===== src/rtl/axi_pkg.sv =====
package axi_pkg;

    localparam int ADDR_W = 32;
    localparam int DATA_W = 32;
    localparam int ID_W   = 8;
    // Burst carries arlen+1 beats
    localparam int LEN_W  = 8;

    typedef logic [ADDR_W-1:0] addr_t;
    typedef logic [DATA_W-1:0] data_t;
    typedef logic [ID_W-1:0]   id_t;
    typedef logic [LEN_W-1:0]  len_t;
    typedef logic [1:0]        resp_t;

    localparam resp_t RESP_OKAY = 2'b00;

    // Read address beat, 48 bits
    typedef struct packed {
        addr_t addr;
        id_t   id;
        len_t  len;
    } ar_payload_t;

    // Read data beat, 43 bits
    typedef struct packed {
        id_t   id;
        data_t data;
        resp_t resp;
        logic  last;
    } r_payload_t;

endpackage


===== src/rtl/xbar_map_pkg.sv =====
package xbar_map_pkg;

    localparam int N_MASTERS = 2;
    localparam int N_SLAVES  = 2;

    // Slave 1 region starts at zero
    // Anything above goes to slave 2 with this span removed
    localparam logic [31:0] S1_SPAN = 32'h8000_0000;

    // One-hot owner of a slave port
    // Bit 0 is master 1 and bit 1 is master 2
    // All zero when the slave is idle
    typedef logic [N_MASTERS-1:0] grant_t;

endpackage


===== src/rtl/ar_addr_decoder.sv =====
module ar_addr_decoder
    import axi_pkg::*;
    import xbar_map_pkg::*;
(
    input  logic  i_arvalid,
    input  addr_t i_araddr,
    output logic  o_sel_s1,
    output logic  o_sel_s2,
    output addr_t o_addr_s1,
    output addr_t o_addr_s2
);

    logic in_s1;

    // Lower region belongs to slave 1
    assign in_s1 = (i_araddr < S1_SPAN);

    // Only one select can be high, and only with a live request
    assign o_sel_s1 = i_arvalid & in_s1;
    assign o_sel_s2 = i_arvalid & ~in_s1;

    // Slave-local addresses
    assign o_addr_s1 = i_araddr;
    assign o_addr_s2 = i_araddr - S1_SPAN;

endmodule


===== src/rtl/read_arbiter.sv =====
module read_arbiter
    import xbar_map_pkg::*;
(
    input  logic                 i_clk,
    input  logic                 i_rst,
    input  logic [N_MASTERS-1:0] i_req,
    input  logic                 i_ar_done,
    input  logic                 i_r_last_done,
    output grant_t               o_grant
);

    typedef enum logic [1:0] {
        ST_IDLE,
        ST_ADDR,
        ST_DATA
    } state_t;

    state_t state;
    // Winner of the last contested choice was master 2
    logic   last_m2;
    grant_t pick;

    // Round-robin between two live requests
    always_comb begin
        if (i_req == 2'b11) begin
            pick = last_m2 ? 2'b01 : 2'b10;
        end else begin
            pick = i_req;
        end
    end

    always_ff @(posedge i_clk) begin
        if (i_rst) begin
            state   <= ST_IDLE;
            o_grant <= '0;
            // Master 1 goes first out of reset
            last_m2 <= 1'b1;
        end else begin
            case (state)
                ST_IDLE: begin
                    if (|i_req) begin
                        state   <= ST_ADDR;
                        o_grant <= pick;
                        if (i_req == 2'b11) begin
                            last_m2 <= pick[1];
                        end
                    end
                end
                ST_ADDR: begin
                    // AR accepted by the slave, wait for the burst
                    if (i_ar_done) begin
                        state <= ST_DATA;
                    end
                end
                ST_DATA: begin
                    // Grant is held until the rlast beat moves
                    if (i_r_last_done) begin
                        state   <= ST_IDLE;
                        o_grant <= '0;
                    end
                end
                default: begin
                    state   <= ST_IDLE;
                    o_grant <= '0;
                end
            endcase
        end
    end

endmodule


===== src/rtl/channel_mux.sv =====
module channel_mux
    import axi_pkg::*;
    import xbar_map_pkg::*;
#(
    parameter type payload_t = ar_payload_t
) (
    input  grant_t     i_sel,
    input  logic [1:0] i_valid,
    input  payload_t   i_payload [2],
    output logic       o_valid,
    output payload_t   o_payload
);

    always_comb begin
        // Quiet output when nothing is selected
        o_valid   = 1'b0;
        o_payload = '0;
        case (i_sel)
            2'b01: begin
                o_valid   = i_valid[0];
                o_payload = i_payload[0];
            end
            2'b10: begin
                o_valid   = i_valid[1];
                o_payload = i_payload[1];
            end
            default: begin
                o_valid   = 1'b0;
                o_payload = '0;
            end
        endcase
    end

endmodule


===== src/rtl/axi_read_xbar.sv =====
module axi_read_xbar
    import axi_pkg::*;
    import xbar_map_pkg::*;
(
    input  logic  i_clk,
    input  logic  i_rst,

    // Master 1
    input  logic  i_m1_arvalid,
    output logic  o_m1_arready,
    input  addr_t i_m1_araddr,
    input  id_t   i_m1_arid,
    input  len_t  i_m1_arlen,
    output logic  o_m1_rvalid,
    input  logic  i_m1_rready,
    output id_t   o_m1_rid,
    output data_t o_m1_rdata,
    output resp_t o_m1_rresp,
    output logic  o_m1_rlast,

    // Master 2
    input  logic  i_m2_arvalid,
    output logic  o_m2_arready,
    input  addr_t i_m2_araddr,
    input  id_t   i_m2_arid,
    input  len_t  i_m2_arlen,
    output logic  o_m2_rvalid,
    input  logic  i_m2_rready,
    output id_t   o_m2_rid,
    output data_t o_m2_rdata,
    output resp_t o_m2_rresp,
    output logic  o_m2_rlast,

    // Slave 1
    output logic  o_s1_arvalid,
    input  logic  i_s1_arready,
    output addr_t o_s1_araddr,
    output id_t   o_s1_arid,
    output len_t  o_s1_arlen,
    input  logic  i_s1_rvalid,
    output logic  o_s1_rready,
    input  id_t   i_s1_rid,
    input  data_t i_s1_rdata,
    input  resp_t i_s1_rresp,
    input  logic  i_s1_rlast,

    // Slave 2
    output logic  o_s2_arvalid,
    input  logic  i_s2_arready,
    output addr_t o_s2_araddr,
    output id_t   o_s2_arid,
    output len_t  o_s2_arlen,
    input  logic  i_s2_rvalid,
    output logic  o_s2_rready,
    input  id_t   i_s2_rid,
    input  data_t i_s2_rdata,
    input  resp_t i_s2_rresp,
    input  logic  i_s2_rlast
);

    logic sel_m1_s1;
    logic sel_m1_s2;
    logic sel_m2_s1;
    logic sel_m2_s2;
    addr_t addr_m1_s1;
    addr_t addr_m1_s2;
    addr_t addr_m2_s1;
    addr_t addr_m2_s2;

    grant_t grant_s1;
    grant_t grant_s2;
    // Index 0 is slave 1
    logic [N_SLAVES-1:0] ar_done;
    logic [N_SLAVES-1:0] r_last_done;

    ar_payload_t ar_in_s1 [2];
    ar_payload_t ar_in_s2 [2];
    ar_payload_t ar_out_s1;
    ar_payload_t ar_out_s2;
    r_payload_t  r_in [2];
    r_payload_t  r_out_m1;
    r_payload_t  r_out_m2;

    ar_addr_decoder dec_m1 (
        .i_arvalid (i_m1_arvalid),
        .i_araddr  (i_m1_araddr),
        .o_sel_s1  (sel_m1_s1),
        .o_sel_s2  (sel_m1_s2),
        .o_addr_s1 (addr_m1_s1),
        .o_addr_s2 (addr_m1_s2)
    );

    ar_addr_decoder dec_m2 (
        .i_arvalid (i_m2_arvalid),
        .i_araddr  (i_m2_araddr),
        .o_sel_s1  (sel_m2_s1),
        .o_sel_s2  (sel_m2_s2),
        .o_addr_s1 (addr_m2_s1),
        .o_addr_s2 (addr_m2_s2)
    );

    // Handshakes seen at the slave ports end the grant phases
    assign ar_done[0]     = o_s1_arvalid & i_s1_arready;
    assign ar_done[1]     = o_s2_arvalid & i_s2_arready;
    assign r_last_done[0] = i_s1_rvalid & o_s1_rready & i_s1_rlast;
    assign r_last_done[1] = i_s2_rvalid & o_s2_rready & i_s2_rlast;

    read_arbiter arb_s1 (
        .i_clk         (i_clk),
        .i_rst         (i_rst),
        .i_req         ({sel_m2_s1, sel_m1_s1}),
        .i_ar_done     (ar_done[0]),
        .i_r_last_done (r_last_done[0]),
        .o_grant       (grant_s1)
    );

    read_arbiter arb_s2 (
        .i_clk         (i_clk),
        .i_rst         (i_rst),
        .i_req         ({sel_m2_s2, sel_m1_s2}),
        .i_ar_done     (ar_done[1]),
        .i_r_last_done (r_last_done[1]),
        .o_grant       (grant_s2)
    );

    // AR payloads carry the slave-local address
    assign ar_in_s1[0] = '{addr: addr_m1_s1, id: i_m1_arid, len: i_m1_arlen};
    assign ar_in_s1[1] = '{addr: addr_m2_s1, id: i_m2_arid, len: i_m2_arlen};
    assign ar_in_s2[0] = '{addr: addr_m1_s2, id: i_m1_arid, len: i_m1_arlen};
    assign ar_in_s2[1] = '{addr: addr_m2_s2, id: i_m2_arid, len: i_m2_arlen};

    channel_mux #(.payload_t(ar_payload_t)) ar_mux_s1 (
        .i_sel     (grant_s1),
        .i_valid   ({sel_m2_s1, sel_m1_s1}),
        .i_payload (ar_in_s1),
        .o_valid   (o_s1_arvalid),
        .o_payload (ar_out_s1)
    );

    channel_mux #(.payload_t(ar_payload_t)) ar_mux_s2 (
        .i_sel     (grant_s2),
        .i_valid   ({sel_m2_s2, sel_m1_s2}),
        .i_payload (ar_in_s2),
        .o_valid   (o_s2_arvalid),
        .o_payload (ar_out_s2)
    );

    assign o_s1_araddr = ar_out_s1.addr;
    assign o_s1_arid   = ar_out_s1.id;
    assign o_s1_arlen  = ar_out_s1.len;
    assign o_s2_araddr = ar_out_s2.addr;
    assign o_s2_arid   = ar_out_s2.id;
    assign o_s2_arlen  = ar_out_s2.len;

    // Only the granted master sees the slave's arready
    assign o_m1_arready = (grant_s1[0] & i_s1_arready) | (grant_s2[0] & i_s2_arready);
    assign o_m2_arready = (grant_s1[1] & i_s1_arready) | (grant_s2[1] & i_s2_arready);

    // Idle slave gets rready low
    assign o_s1_rready = (grant_s1[0] & i_m1_rready) | (grant_s1[1] & i_m2_rready);
    assign o_s2_rready = (grant_s2[0] & i_m1_rready) | (grant_s2[1] & i_m2_rready);

    assign r_in[0] = '{id: i_s1_rid, data: i_s1_rdata, resp: i_s1_rresp, last: i_s1_rlast};
    assign r_in[1] = '{id: i_s2_rid, data: i_s2_rdata, resp: i_s2_rresp, last: i_s2_rlast};

    // Each master listens to the slave whose grant names it
    channel_mux #(.payload_t(r_payload_t)) r_mux_m1 (
        .i_sel     ({grant_s2[0], grant_s1[0]}),
        .i_valid   ({i_s2_rvalid, i_s1_rvalid}),
        .i_payload (r_in),
        .o_valid   (o_m1_rvalid),
        .o_payload (r_out_m1)
    );

    channel_mux #(.payload_t(r_payload_t)) r_mux_m2 (
        .i_sel     ({grant_s2[1], grant_s1[1]}),
        .i_valid   ({i_s2_rvalid, i_s1_rvalid}),
        .i_payload (r_in),
        .o_valid   (o_m2_rvalid),
        .o_payload (r_out_m2)
    );

    assign o_m1_rid   = r_out_m1.id;
    assign o_m1_rdata = r_out_m1.data;
    assign o_m1_rresp = r_out_m1.resp;
    assign o_m1_rlast = r_out_m1.last;
    assign o_m2_rid   = r_out_m2.id;
    assign o_m2_rdata = r_out_m2.data;
    assign o_m2_rresp = r_out_m2.resp;
    assign o_m2_rlast = r_out_m2.last;

endmodule


===== config.mk =====
export PLATFORM = sky130hd
export DESIGN_NAME = axi_read_xbar
export DESIGN_NICKNAME = d
export VERILOG_FILES = /design/src/rtl/axi_pkg.sv /design/src/rtl/xbar_map_pkg.sv /design/src/rtl/ar_addr_decoder.sv /design/src/rtl/read_arbiter.sv /design/src/rtl/channel_mux.sv /design/src/rtl/axi_read_xbar.sv
export SDC_FILE = /design/constraint.sdc
export NUM_CORES = 1
export LEC_CHECK = 0
export ABC_AREA = 1
export BUFFER_PORTS_ARGS = -buffer_cell sky130_fd_sc_hd__buf_2
export CAP_MARGIN = 10
export CORE_AREA = 8 8 143 145
export DETAILED_ROUTE_END_ITERATION = 12
export DIE_AREA = 0 0 151 153
export GPL_TIMING_DRIVEN = 1
export MAX_ROUTING_LAYER = met4
export PLACE_DENSITY = 0.59
export SYNTH_ARGS = -nofsm -noshare
export SYNTH_HDL_FRONTEND = slang
export SYNTH_SLANG_ARGS = --single-unit

===== constraint.sdc =====
create_clock -name i_clk -period 4 [get_ports i_clk]
set_input_delay 0.2 -clock i_clk [delete_from_list [all_inputs] [get_ports i_clk]]
set_output_delay 0.2 -clock i_clk [all_outputs]
set_load 0.01 [all_outputs]

==> results.json <==
{
  "dpl-instance-area_mm2": 0.00533,
  "synthAdderAreaFrac_pct": 3.38,
  "crit_chain": "inv_1, ha_1, buf_4, nand2_1, a21oi_1, buf_2",
  "finClkSkew_ps": 0.997,
  "drv_cap": 0,
  "pre_cts_slack_ps": 1780,
  "power.total_uw": 1010,
  "start_util_pct": 18.2,
  "slew_viol_final": 0,
  "cts-root-buf": "clkbuf_16",
  "synthSimpleGateAreaFrac_pct": 49.0,
  "synth_nets": 933,
  "final_cell_mix": "nand2_1 (399), buf_2 (381), a21oi_1 (190)",
  "clkPwrFrac_pct": 19.6,
  "cts_resized": 0,
  "layout_commonest_cell": "nand2_1",
  "cts_max_level": 1,
  "track_usage_pct": 19.2,
  "power_density_mw_per_mm2": 187,
  "drive_above_1_share_pct": 37.8,
  "p_sw_uw": 527,
  "syn_inst": 732,
  "layout_min_cycle_time_ps": 2500,
  "routed_wl_mm": 23.5,
  "fillerInstances": 2145,
  "crit_buf_inv": 3,
  "clkLatencyLatePin_ps": 240,
  "setup_viol": 0,
  "coreArea_mm2": 0.0183,
  "yosys_register_bits": 10,
  "p_sw_share_pct": 52.0,
  "outcome": "finished clean",
  "synthXorXnorAreaFrac_pct": 0,
  "grt_max_degree": 51,
  "critPathMaxFanout": 24,
  "yosysSeqAreaShare_pct": 6.02,
  "yosysWarnings": 0,
  "fin_util_pct": 29.7,
  "fp.dieH_um": 153,
  "reg2reg_slack_ps": 1880,
  "dieArea_mm2": 0.0231,
  "cts_made_buffers": 3,
  "drcViolationCount": 0,
  "ir_drop_mv": 0.148,
  "cts.clk_slew.worst_paths_ps": 40,
  "tritoncts": "built",
  "fin_ws_ps": 1500,
  "dpl.hpwl_mm": 19.6,
  "cts.sinks": 10,
  "post_cts_buffers": 0,
  "rsz0062_at_grt": "no",
  "fmax_ghz": 0.400,
  "min_path_type": "in -> reg",
  "io_pins": 382,
  "dr.pass1.iters": 6,
  "grt_overflow": 0,
  "max_stage_delay_ps": 810,
  "place_congestion": 0.826,
  "clk_path_buf_depth": 2,
  "crit_slowest_cell": "ha_1",
  "grt_pass1_vias": 5948,
  "grt_pass1_wl_mm": 34.3,
  "dr_total_vias": 6165,
  "finalSetupTns_ps": 0,
  "syn_avg_cell_area_um2": 4.55,
  "tightest_slew_ps": 1060,
  "cp_data_arrival_time_ps": 2300,
  "synthMuxAreaShare_pct": 0,
  "hold_buffers": 0,
  "yosys.cell_types.count": 19,
  "crit_family": "adder cells",
  "fin_nets": 1268,
  "fin_crit_sh_pct": 62.5,
  "avgViaCountPerCell": 4.74,
  "synth_top_family_by_area": "simple AND/OR/NAND/NOR gates",
  "port_buffers": 381,
  "die_w_um": 151,
  "crit_type": "reg -> out",
  "syn_area_mm2": 0.00333,
  "combPwrFrac_pct": 69.2,
  "worst-endpoint-required_ps": 3800,
  "seqPwrFrac_pct": 11.2,
  "dr.first_iter.drc_count": 326,
  "hold_viol": 0,
  "row_count": 50,
  "leakage_uw": 0.00273,
  "fin_area_mm2": 0.00543,
  "synth_compound_area_share_pct": 30.6,
  "max_slew_margin_pct": 29.6,
  "syn2layout_area_growth_pct": 63.0,
  "antenna_found_initial": 2,
  "post_drt_wl_per_cell_um": 18.0,
  "internal-power_uw": 487,
  "startpoint_type": "flip-flop",
  "ant_nets": 0,
  "endpoint_kind": "output port"
}
[metrics by stage]
stage / cells / hold WS (ps)
3_5_place_dp: 1296 / 474
3_3_place_gp: 1296 / 467
5_1_grt: 1301 / 242
6_report: 1301 / 229
4_1_cts: 1300 / 231
2_1_floorplan: 732 / 269
[layout make-up]
class / instances / area [um^2] / area share [%]
multi-input cells: 637 / 2770 / 51.0
clock buffers: 4 / 88.8 / 1.64
inverters: 24 / 90.1 / 1.66
well taps: 234 / 293 / 5.40
repair buffers: 391 / 1980 / 36.5
diodes: 1 / 2.50 / 0.0461
flip-flops and latches: 10 / 200 / 3.69
[power by group through the flow]
stage / clock, uW / sequential (uW) / combinational, uW
finish: 199 / 114 / 702
global route: 206 / 115 / 777
CTS: 202 / 113 / 707
detailed placement: 0 / 115 / 703
global placement: 0 / 115 / 702
floorplan: 0 / 114 / 382
[cells by family (layout without fill, tap and decap cells)]
family	Yosys count	in the layout
AOI/OAI and AO/OA	200	200
adders and majority gates	9	9
buffers and inverters	85	419
DFF	10	10
other	0	1
and+or+nand+nor	428	428
[synthesized netlist by cell type (all sizes together)]
master  instances  area share [%]
o21ai           3            0.45
a211oi          1            0.23
a21oi         191              29
a22oi           1            0.23
ha              9             3.4
buf            42             6.2
nand3          11             1.7
o22ai           2            0.38
nor2           15             1.8
o311ai          1            0.26
clkbuf         19             2.1
dfxtp          10             6.0
nand2         402              46
inv            24             2.7
o211ai          1            0.23
[sequential cells by signal, summed over array words and instances (netlist names)]
name / flops
arb_s1.o_grant: 2
arb_s1.last_m2: 1
arb_s2.last_m2: 1
arb_s2.o_grant: 2
arb_s1.state: 2
arb_s2.state: 2
[final timing paths]
check                    start         endpoint  depth (start not counted)
min reg2reg     arb_s2.last_m2   arb_s2.last_m2                          2
max          arb_s1.o_grant[1]   o_m2_rdata[20]                          6
max reg2reg  arb_s1.o_grant[0]  arb_s1.state[0]                          7
min                      i_rst  arb_s2.state[0]                          2
[worst register-to-register path, delay by kind of cell (launching register included)]
| kind | cells | cell delay (ps) |
|---|---|---|
| flops | 1 | 360 |
| fa+ha+maj | 1 | 870 |
| buf+inv | 1 | 140 |
| compound gates | 1 | 170 |
| simple gates | 4 | 470 |
[per-layer routing]
metal	vias up	wire, um	track usage (%)
met1	2788	9040	21.9
met2	345	11300	32.8
met4	0	607	4.95
li1	3007	-	-
met3	25	2500	4.72
met5	-	0	-
Power figures use the tool's default switching activity.
